<file path="src/capi_cmd_pkg.sv">
`default_nettype none

package capi_cmd_pkg;

  // Number of command sources feeding the arbiter.
  localparam int num_sources = 4;

  localparam int default_queue_depth = 4;
  localparam int default_max_credits = 8;

  // Sources in priority order, index 0 is served first.
  typedef enum logic [1:0] {
    src_wed     = 2'd0,
    src_write   = 2'd1,
    src_read    = 2'd2,
    src_restart = 2'd3
  } command_source_e;

  // Host command opcodes as carried on the command bus.
  typedef enum logic [12:0] {
    cmd_read_cl_na  = 13'h0A00,
    cmd_read_cl_s   = 13'h0A50,
    cmd_read_cl_m   = 13'h0A60,
    cmd_write_mi    = 13'h0D60,
    cmd_write_ms    = 13'h0D70,
    cmd_write_na    = 13'h0D00,
    cmd_restart     = 13'h0001
  } command_type_e;

  typedef enum logic [7:0] {
    rsp_done    = 8'h00,
    rsp_aerror  = 8'h01,
    rsp_derror  = 8'h03,
    rsp_nlock   = 8'h04,
    rsp_nres    = 8'h05,
    rsp_flushed = 8'h06,
    rsp_fault   = 8'h07,
    rsp_failed  = 8'h08,
    rsp_paged   = 8'h0A
  } response_code_e;

  // The upper two tag bits name the source that owns the command.
  typedef struct packed {
    command_type_e command;
    logic [7:0]    tag;
    logic [63:0]   address;
    logic [11:0]   size;
  } command_line_t;

  typedef struct packed {
    logic          valid;
    command_line_t line;
  } command_out_t;

  typedef struct packed {
    logic           valid;
    logic [7:0]     tag;
    response_code_e code;
    logic [8:0]     credits;
  } response_in_t;

  // Per-source strobes, bit positions follow command_source_e.
  typedef struct packed {
    logic [num_sources-1:0] ready;
    logic [num_sources-1:0] done;
    logic [num_sources-1:0] error;
  } source_status_t;

endpackage

`default_nettype wire

</file>
<file path="src/command_queue.sv">
`default_nettype none

module command_queue
  import capi_cmd_pkg::*;
#(
  parameter int queue_depth = default_queue_depth
) (
  input  logic          clock,
  input  logic          rstn,
  input  logic          push,
  input  command_line_t push_line,
  input  logic          pop,
  output logic          request,
  output command_line_t head,
  output logic          full
);

  localparam int ptr_width   = (queue_depth > 1) ? $clog2(queue_depth) : 1;
  localparam int count_width = $clog2(queue_depth + 1);

  command_line_t          mem [queue_depth];
  logic [ptr_width-1:0]   wr_ptr;
  logic [ptr_width-1:0]   rd_ptr;
  logic [count_width-1:0] count;
  logic                   do_push;
  logic                   do_pop;

  // A push into a full queue is dropped.
  assign do_push = push && !full;
  assign do_pop  = pop && request;

  assign request = (count != '0);
  assign full    = (count == count_width'(queue_depth));

  // The arbiter looks at the oldest entry directly.
  assign head = mem[rd_ptr];

  always_ff @(posedge clock) begin
    if (do_push) begin
      mem[wr_ptr] <= push_line;
    end
  end

  always_ff @(posedge clock or negedge rstn) begin
    if (!rstn) begin
      wr_ptr <= '0;
      rd_ptr <= '0;
      count  <= '0;
    end else begin
      if (do_push) begin
        if (wr_ptr == ptr_width'(queue_depth - 1)) begin
          wr_ptr <= '0;
        end else begin
          wr_ptr <= wr_ptr + 1'b1;
        end
      end
      if (do_pop) begin
        if (rd_ptr == ptr_width'(queue_depth - 1)) begin
          rd_ptr <= '0;
        end else begin
          rd_ptr <= rd_ptr + 1'b1;
        end
      end
      // Push and pop in the same cycle leave the occupancy alone.
      if (do_push && !do_pop) begin
        count <= count + 1'b1;
      end else if (do_pop && !do_push) begin
        count <= count - 1'b1;
      end
    end
  end

endmodule

`default_nettype wire

</file>
<file path="src/command_buffer_arbiter.sv">
`default_nettype none

module command_buffer_arbiter
  import capi_cmd_pkg::*;
(
  input  logic                               clock,
  input  logic                               rstn,
  input  logic                               credit_ready,
  input  logic          [num_sources-1:0]    request,
  input  command_line_t [num_sources-1:0]    head,
  output logic                               issue,
  output logic          [num_sources-1:0]    ready,
  output command_out_t                       command_out
);

  logic [num_sources-1:0] grant;
  command_line_t          selected_line;

  // Fixed priority pick. The lowest index that requests wins, and only
  // while the host still holds a command credit for us.
  always_comb begin
    logic found;
    found = 1'b0;
    grant = '0;
    if (credit_ready) begin
      for (int i = 0; i < num_sources; i++) begin
        if (request[i] && !found) begin
          grant[i] = 1'b1;
          found    = 1'b1;
        end
      end
    end
  end

  // The grant doubles as the pop strobe of the winning queue, so the
  // queue advances on the same edge that captures its head.
  assign ready = grant;
  assign issue = |grant;

  // Route the winning head line toward the output register.
  always_comb begin
    selected_line = '0;
    for (int i = 0; i < num_sources; i++) begin
      if (grant[i]) begin
        selected_line = head[i];
      end
    end
  end

  always_ff @(posedge clock or negedge rstn) begin
    if (!rstn) begin
      command_out.valid <= 1'b0;
      command_out.line  <= '0;
    end else begin
      if (issue) begin
        command_out.valid <= 1'b1;
        command_out.line  <= selected_line;
      end else begin
        // Idle cycles drive a clean, all zero bus.
        command_out.valid <= 1'b0;
        command_out.line  <= '0;
      end
    end
  end

endmodule

`default_nettype wire

</file>
<file path="src/credit_tracker.sv">
`default_nettype none

module credit_tracker
  import capi_cmd_pkg::*;
#(
  parameter int max_credits = default_max_credits
) (
  input  logic clock,
  input  logic rstn,
  input  logic issue,
  input  logic credit_return,
  output logic credit_ready
);

  localparam int count_width = $clog2(max_credits + 1);

  logic [count_width-1:0] credits;

  // Commands may go out as long as one credit is left.
  assign credit_ready = (credits != '0);

  always_ff @(posedge clock or negedge rstn) begin
    if (!rstn) begin
      credits <= count_width'(max_credits);
    end else begin
      case ({issue, credit_return})
        2'b10: begin
          if (credits != '0) begin
            credits <= credits - 1'b1;
          end
        end
        2'b01: begin
          // The host never hands back more than it granted.
          if (credits != count_width'(max_credits)) begin
            credits <= credits + 1'b1;
          end
        end
        default: begin
          credits <= credits;
        end
      endcase
    end
  end

endmodule

`default_nettype wire

</file>
<file path="src/response_decoder.sv">
`default_nettype none

module response_decoder
  import capi_cmd_pkg::*;
(
  input  logic                   clock,
  input  logic                   rstn,
  input  response_in_t           response,
  output logic                   credit_return,
  output logic [num_sources-1:0] done,
  output logic [num_sources-1:0] error
);

  command_source_e owner;

  // The owning source sits in the top two bits of the tag.
  assign owner = command_source_e'(response.tag[7:6]);

  always_ff @(posedge clock or negedge rstn) begin
    if (!rstn) begin
      credit_return <= 1'b0;
      done          <= '0;
      error         <= '0;
    end else begin
      credit_return <= 1'b0;
      done          <= '0;
      error         <= '0;
      if (response.valid) begin
        credit_return <= (response.credits != '0);
        // Anything other than a clean completion is reported as an error,
        // paged included, since the restart flow is not handled here.
        if (response.code == rsp_done) begin
          done[owner] <= 1'b1;
        end else begin
          error[owner] <= 1'b1;
        end
      end
    end
  end

endmodule

`default_nettype wire

</file>
<file path="src/command_control.sv">
`default_nettype none

module command_control
  import capi_cmd_pkg::*;
#(
  parameter int queue_depth = default_queue_depth,
  parameter int max_credits = default_max_credits
) (
  input  logic                            clock,
  input  logic                            rstn,
  input  logic          [num_sources-1:0] push,
  input  command_line_t [num_sources-1:0] push_line,
  input  response_in_t                    response,
  output command_out_t                    command_out,
  output source_status_t                  status,
  output logic          [num_sources-1:0] full
);

  logic          [num_sources-1:0] request;
  command_line_t [num_sources-1:0] head;
  logic          [num_sources-1:0] ready;
  logic          [num_sources-1:0] done;
  logic          [num_sources-1:0] error;
  logic                            issue;
  logic                            credit_ready;
  logic                            credit_return;

  // One queue per source, popped by its own ready bit.
  for (genvar i = 0; i < num_sources; i++) begin : g_queue
    command_queue #(
      .queue_depth(queue_depth)
    ) i_command_queue (
      .clock    (clock),
      .rstn     (rstn),
      .push     (push[i]),
      .push_line(push_line[i]),
      .pop      (ready[i]),
      .request  (request[i]),
      .head     (head[i]),
      .full     (full[i])
    );
  end

  command_buffer_arbiter i_command_buffer_arbiter (
    .clock       (clock),
    .rstn        (rstn),
    .credit_ready(credit_ready),
    .request     (request),
    .head        (head),
    .issue       (issue),
    .ready       (ready),
    .command_out (command_out)
  );

  credit_tracker #(
    .max_credits(max_credits)
  ) i_credit_tracker (
    .clock        (clock),
    .rstn         (rstn),
    .issue        (issue),
    .credit_return(credit_return),
    .credit_ready (credit_ready)
  );

  response_decoder i_response_decoder (
    .clock        (clock),
    .rstn         (rstn),
    .response     (response),
    .credit_return(credit_return),
    .done         (done),
    .error        (error)
  );

  assign status.ready = ready;
  assign status.done  = done;
  assign status.error = error;

endmodule

`default_nettype wire

</file>
<file path="config.mk">
export PLATFORM = sky130hd
export DESIGN_NAME = command_control
export DESIGN_NICKNAME = d
export VERILOG_FILES = /design/src/capi_cmd_pkg.sv /design/src/command_queue.sv /design/src/command_buffer_arbiter.sv /design/src/credit_tracker.sv /design/src/response_decoder.sv /design/src/command_control.sv
export SDC_FILE = /design/constraint.sdc
export NUM_CORES = 1
export LEC_CHECK = 0
export ABC_CLOCK_PERIOD_IN_PS = 4600
export BUFFER_PORTS_ARGS = -buffer_cell sky130_fd_sc_hd__buf_4
export CAP_MARGIN = 10
export CORE_ASPECT_RATIO = 2
export CORE_MARGIN = 2
export CORE_UTILIZATION = 55
export DETAILED_ROUTE_END_ITERATION = 7
export PLACE_DENSITY = 0.74
export SYNTH_ARGS = -nofsm -noshare
export SYNTH_HDL_FRONTEND = slang
export SYNTH_SLANG_ARGS = --single-unit
</file>
<file path="constraint.sdc">
create_clock -name clock -period 4.6 [get_ports clock]
set_input_delay 0.69 -clock clock [delete_from_list [all_inputs] [get_ports clock]]
set_output_delay 0.69 -clock clock [all_outputs]
set_load 0.05 [all_outputs]
</file>
==> results by stage <==
Clock tree:
- The TritonCTS clock tree is done.
- The cell sitting at the root of the clock tree is a clkbuf_16.
- The tree built by TritonCTS fans out to 1691 sinks.
- The CTS H-tree depth is 4.
- The clock passes through at most 3 buffers.
- The clock transition at the registers of the reported paths is 70 ps.
- At the later pin of the worst-skew pair, clock insertion delay measures 770 ps.
- The number of CTS-inserted buffers is 142.

Routing:
- The detailed-routing iteration count for the pre-antenna-repair pass is 6.
- The number of DRC violations after detailed routing is 0.
- After detailed routing, the total wire length is 160900 µm.
- The DRC marker count from the first detailed-route iteration is 2933.
- The detailed-route wire length per cell is 32.36 µm.
- The routed via count is 31.42k.
- The mean number of vias per cell is 6.319.
- The count of nets left with antenna violations once routing finished came out at 0.

Timing:
- The transition time at the pin with the least slew margin is 1219 ps.
- The clock period could shrink to 4100 ps.
- The sum of negative setup slack is 0 ps.
- The worst slew margin relative to its limit is 18.75%.
- The fmax is 243.9 MHz.
- The share of the clock period used by the worst path after layout is 89.13%.
- Setup violations remaining at the end of the flow were counted as 0.
- The final hold violation count is 0.
- Setup repair after global routing left no endpoint under its margin.
- The final worst clock skew is 37.44 ps.
- The max-slew violation count is 0.

Synthesis:
- Sorting the synthesized cells by area gives the leading types as edfxtp_1 74%, mux4_2 14%, dfrtp_1 5.5%.
- The average cell area after synthesis is 23.02 µm².
- For this run, the number of Yosys warnings is 0.
- Sequential elements use 79.59% of the synthesized area.
- In the synthesized netlist the async set-or-reset flop fraction comes to 8.220%.
- The synthesized design spends more area on one cell type than any other, namely edfxtp_1.
- The flip-flop and latch count after synthesis is 1691.
- When the netlist entered floorplanning its net count stood at 3185.
- The cell area after synthesis is 0.06293 mm².
- The top flip-flop cell by instance count after synthesis is edfxtp_1.
- The area share of the leading cell type in the synthesized netlist is 74.06%.
- In the synthesized netlist, the number of instances is 2734.
- Synthesis instantiated 43 different standard cells from the library.
- The synthesized design contains 1552 enable-type register cells.

Hold path:
- The path with the worst hold slack has its endpoint at i_response_decoder.done[1]$_DFF_PN0_.
- In this run the worst hold path is classified as in2reg.
- The source of the worst hold timing path is response[24].
- The worst hold path depth is 2.

Finish:
- In the layout the commonest cells are 1552 x edfxtp_1, 580 x buf_4, 388 x mux4_2.
- The most common library cell in the layout ignoring fill and taps is edfxtp_1.
- After the last flow step, the layout net total stands at 3780.
- The core occupancy in the finished layout is 65.01%.
- The post-route netlist has 36.32% of its cells at a drive strength greater than 1.
- The area growth from synthesis to layout is 17.40%.

Power and ir drop:
- For this design the static power due to leakage is 24.95 nW.
- Across the VDD grid, the largest voltage drop is 0.0005439 V.
- The power density relative to cell area is 648.9 mW/mm².

Global routing:
- The via count of the first global-routing pass came to 33.44k.
- The sum of overflow across all layers after global routing is 0.
- The number of antenna violations at the first check in global routing came to 48.
- In the global route stage, met3 resource usage came out at 7.465%.
- After global routing, the most crowded layer is met2.
- For met2 alone, demand over resource in global routing was 48.21%.
- Entering global routing, the biggest net connects 98 pins.
- The overall global routing resource usage is 27.82%.
- In the global route stage, met1 resource usage came out at 33.92%.
- The first global-routing pass estimated 230700 µm of wire.

Floorplanning:
- The number of rows in the core area is 175.
- The x dimension of the die is 243.2 µm.
- The starting utilization of the core area is 55.37%.
- The core region area is 0.1136 mm².
- From bottom edge to top edge, the die measures 482.4 µm.
- 534 I/O pins were placed.
- The die covers 0.1173 mm².

Flow run:
- The count of max-cap constraint violations is 0.

Critical path:
- The critical path is of the reg2out type.
- The worst path arrival time is 3410 ps.
- For flop-to-flop paths, the worst setup slack is 1270 ps.
- The endpoint required time on the critical path is 3910 ps.
- The startpoint kind of the worst setup timing path is a flop.
- The count of cells along the worst register-to-register path is 7.
- Of all nets on the critical path, the largest fanout is 47.
- The worst setup path is captured at an output pin.
- The worst flop-to-flop path startpoint is g_queue[2].i_command_queue.count[0]$_DFFE_PN0P_.
- The endpoint identified for the worst register-to-register timing path is i_command_buffer_arbiter.command_out[31]$_DFF_PN0_.

Placed design:
- In this run the tool buffered the top-level ports with 527 buffer cells.
- The HPWL reported at the end of detailed placement is 100200 µm.
- Routability-driven placement finished with a final weighted congestion of 0.8404.

Status:
- The run finished with clean final reports.
synthesized netlist by cell type (2+ instances only):
cell type	number
or4_1	2
edfxtp_1	1552
clkbuf_1	101
fa_1	5
mux2_2	6
buf_4	19
a21oi_1	5
nor2b_1	4
dfrtp_1	138
xnor2_1	5
or3_1	5
nor3b_1	4
buf_2	32
ha_1	26
nand3_1	3
buf_1	2
a22oi_1	194
nor3_1	15
and2_1	17
xor2_1	9
o21ai_0	107
inv_1	15
mux4_2	388
a21o_1	4
nand2b_1	3
nand2_1	28
nor2_1	22
mux2i_1	4
nor4_1	5
sequential cells by signal, summed over array words and instances (netlist names), 4 cells and up:
register / count
g_queue.i_command_queue.wr_ptr: 8
i_credit_tracker.credits: 4
i_command_buffer_arbiter.command_out: 98
i_response_decoder.error: 4
g_queue.i_command_queue.rd_ptr: 8
g_queue.i_command_queue.count: 12
i_response_decoder.done: 4
g_queue.i_command_queue.mem: 1552
worst max-delay path, stage by stage (launching register included):
cell	delay (ps)
dfrtp_1	440
nor3_1	600
nand2_1	220
or4_1	600
clkinv_4	430
buf_4	300
cells by family (layout without fill, tap and decap cells):
| group | after synthesis | after routing | share of synthesized area, % |
|---|---|---|---|
| compound gates | 313 | 313 | 3.285 |
| xor+xnor | 14 | 14 | 0.1949 |
| fa+ha+maj | 31 | 31 | 0.6761 |
| buf+inv | 173 | 883 | 1.261 |
| flops | 1691 | 1691 | 79.59 |
| mux | 398 | 398 | 14.06 |
| other cells | 0 | 24 | 0 |
| simple gates | 114 | 114 | 0.9325 |
power by group:
part / internal [mW] / switching [mW] / total (mW)
Clock: 6.93 / 5.40 / 12.3
Sequential: 20.4 / 1.54 / 21.9
Combinational: 5.37 / 8.31 / 13.7
Total: 32.7 / 15.2 / 47.9
repair_timing:
action	CTS	global route
resized for setup	0	0
hold endpoints to repair	60	0
endpoints found under the setup margin	0	0
setup buffers	0	0
hold buffers	1	0
final cells by class:
type	instances	area, µm²
sequential	1691	50110
fill	7217	39770
multi-input combinational	870	12110
timing repair buffer	607	4876
clock buffer	184	3895
tap	1504	1882
clock inverter	75	868.3
inverter	17	71.32
antenna	24	60.06
per-layer routing:
metal  up-vias  routed length [µm]
li1      12750                   -
met1     16790               56650
met2      1541               85020
met3       288               14420
met4        48                4496
met5         -                 323
how the worst max path moves through the flow:
| stage | from | endpoint | depth (start not counted) |
|---|---|---|---|
| 3_5_place_dp | g_queue[2].i_command_queue.count[0]$_DFFE_PN0P_ | status[11] | 5 |
| 2_1_floorplan | push[1] | g_queue[1].i_command_queue.mem[0][0]$_DFFE_PP_ | 3 |
| 3_3_place_gp | g_queue[2].i_command_queue.count[0]$_DFFE_PN0P_ | status[11] | 5 |
| 4_1_cts | g_queue[2].i_command_queue.count[0]$_DFFE_PN0P_ | status[11] | 5 |
| 5_1_grt | g_queue[2].i_command_queue.count[0]$_DFFE_PN0P_ | status[11] | 5 |
| 6_report | g_queue[2].i_command_queue.count[0]$_DFFE_PN0P_ | status[11] | 5 |
per-stage QoR:
step | hold slack [ps] | power [mW] | instance area [µm²] | instances | worst slack (ps)
finish | 115.2 | 47.93 | 73870 | 4972 | 499.9
global route | 87.74 | 49.64 | 73850 | 4963 | 382.8
CTS | 64.30 | 48.26 | 73810 | 4948 | 421.0
detailed placement | 495.5 | 35.98 | 69040 | 4688 | 1278
global placement | 473.2 | 35.42 | 69040 | 4688 | 1297
floorplan | 394.4 | 30.62 | 62930 | 2734 | 826.8
No activity file was read; power rests on OpenSTA's default activity.
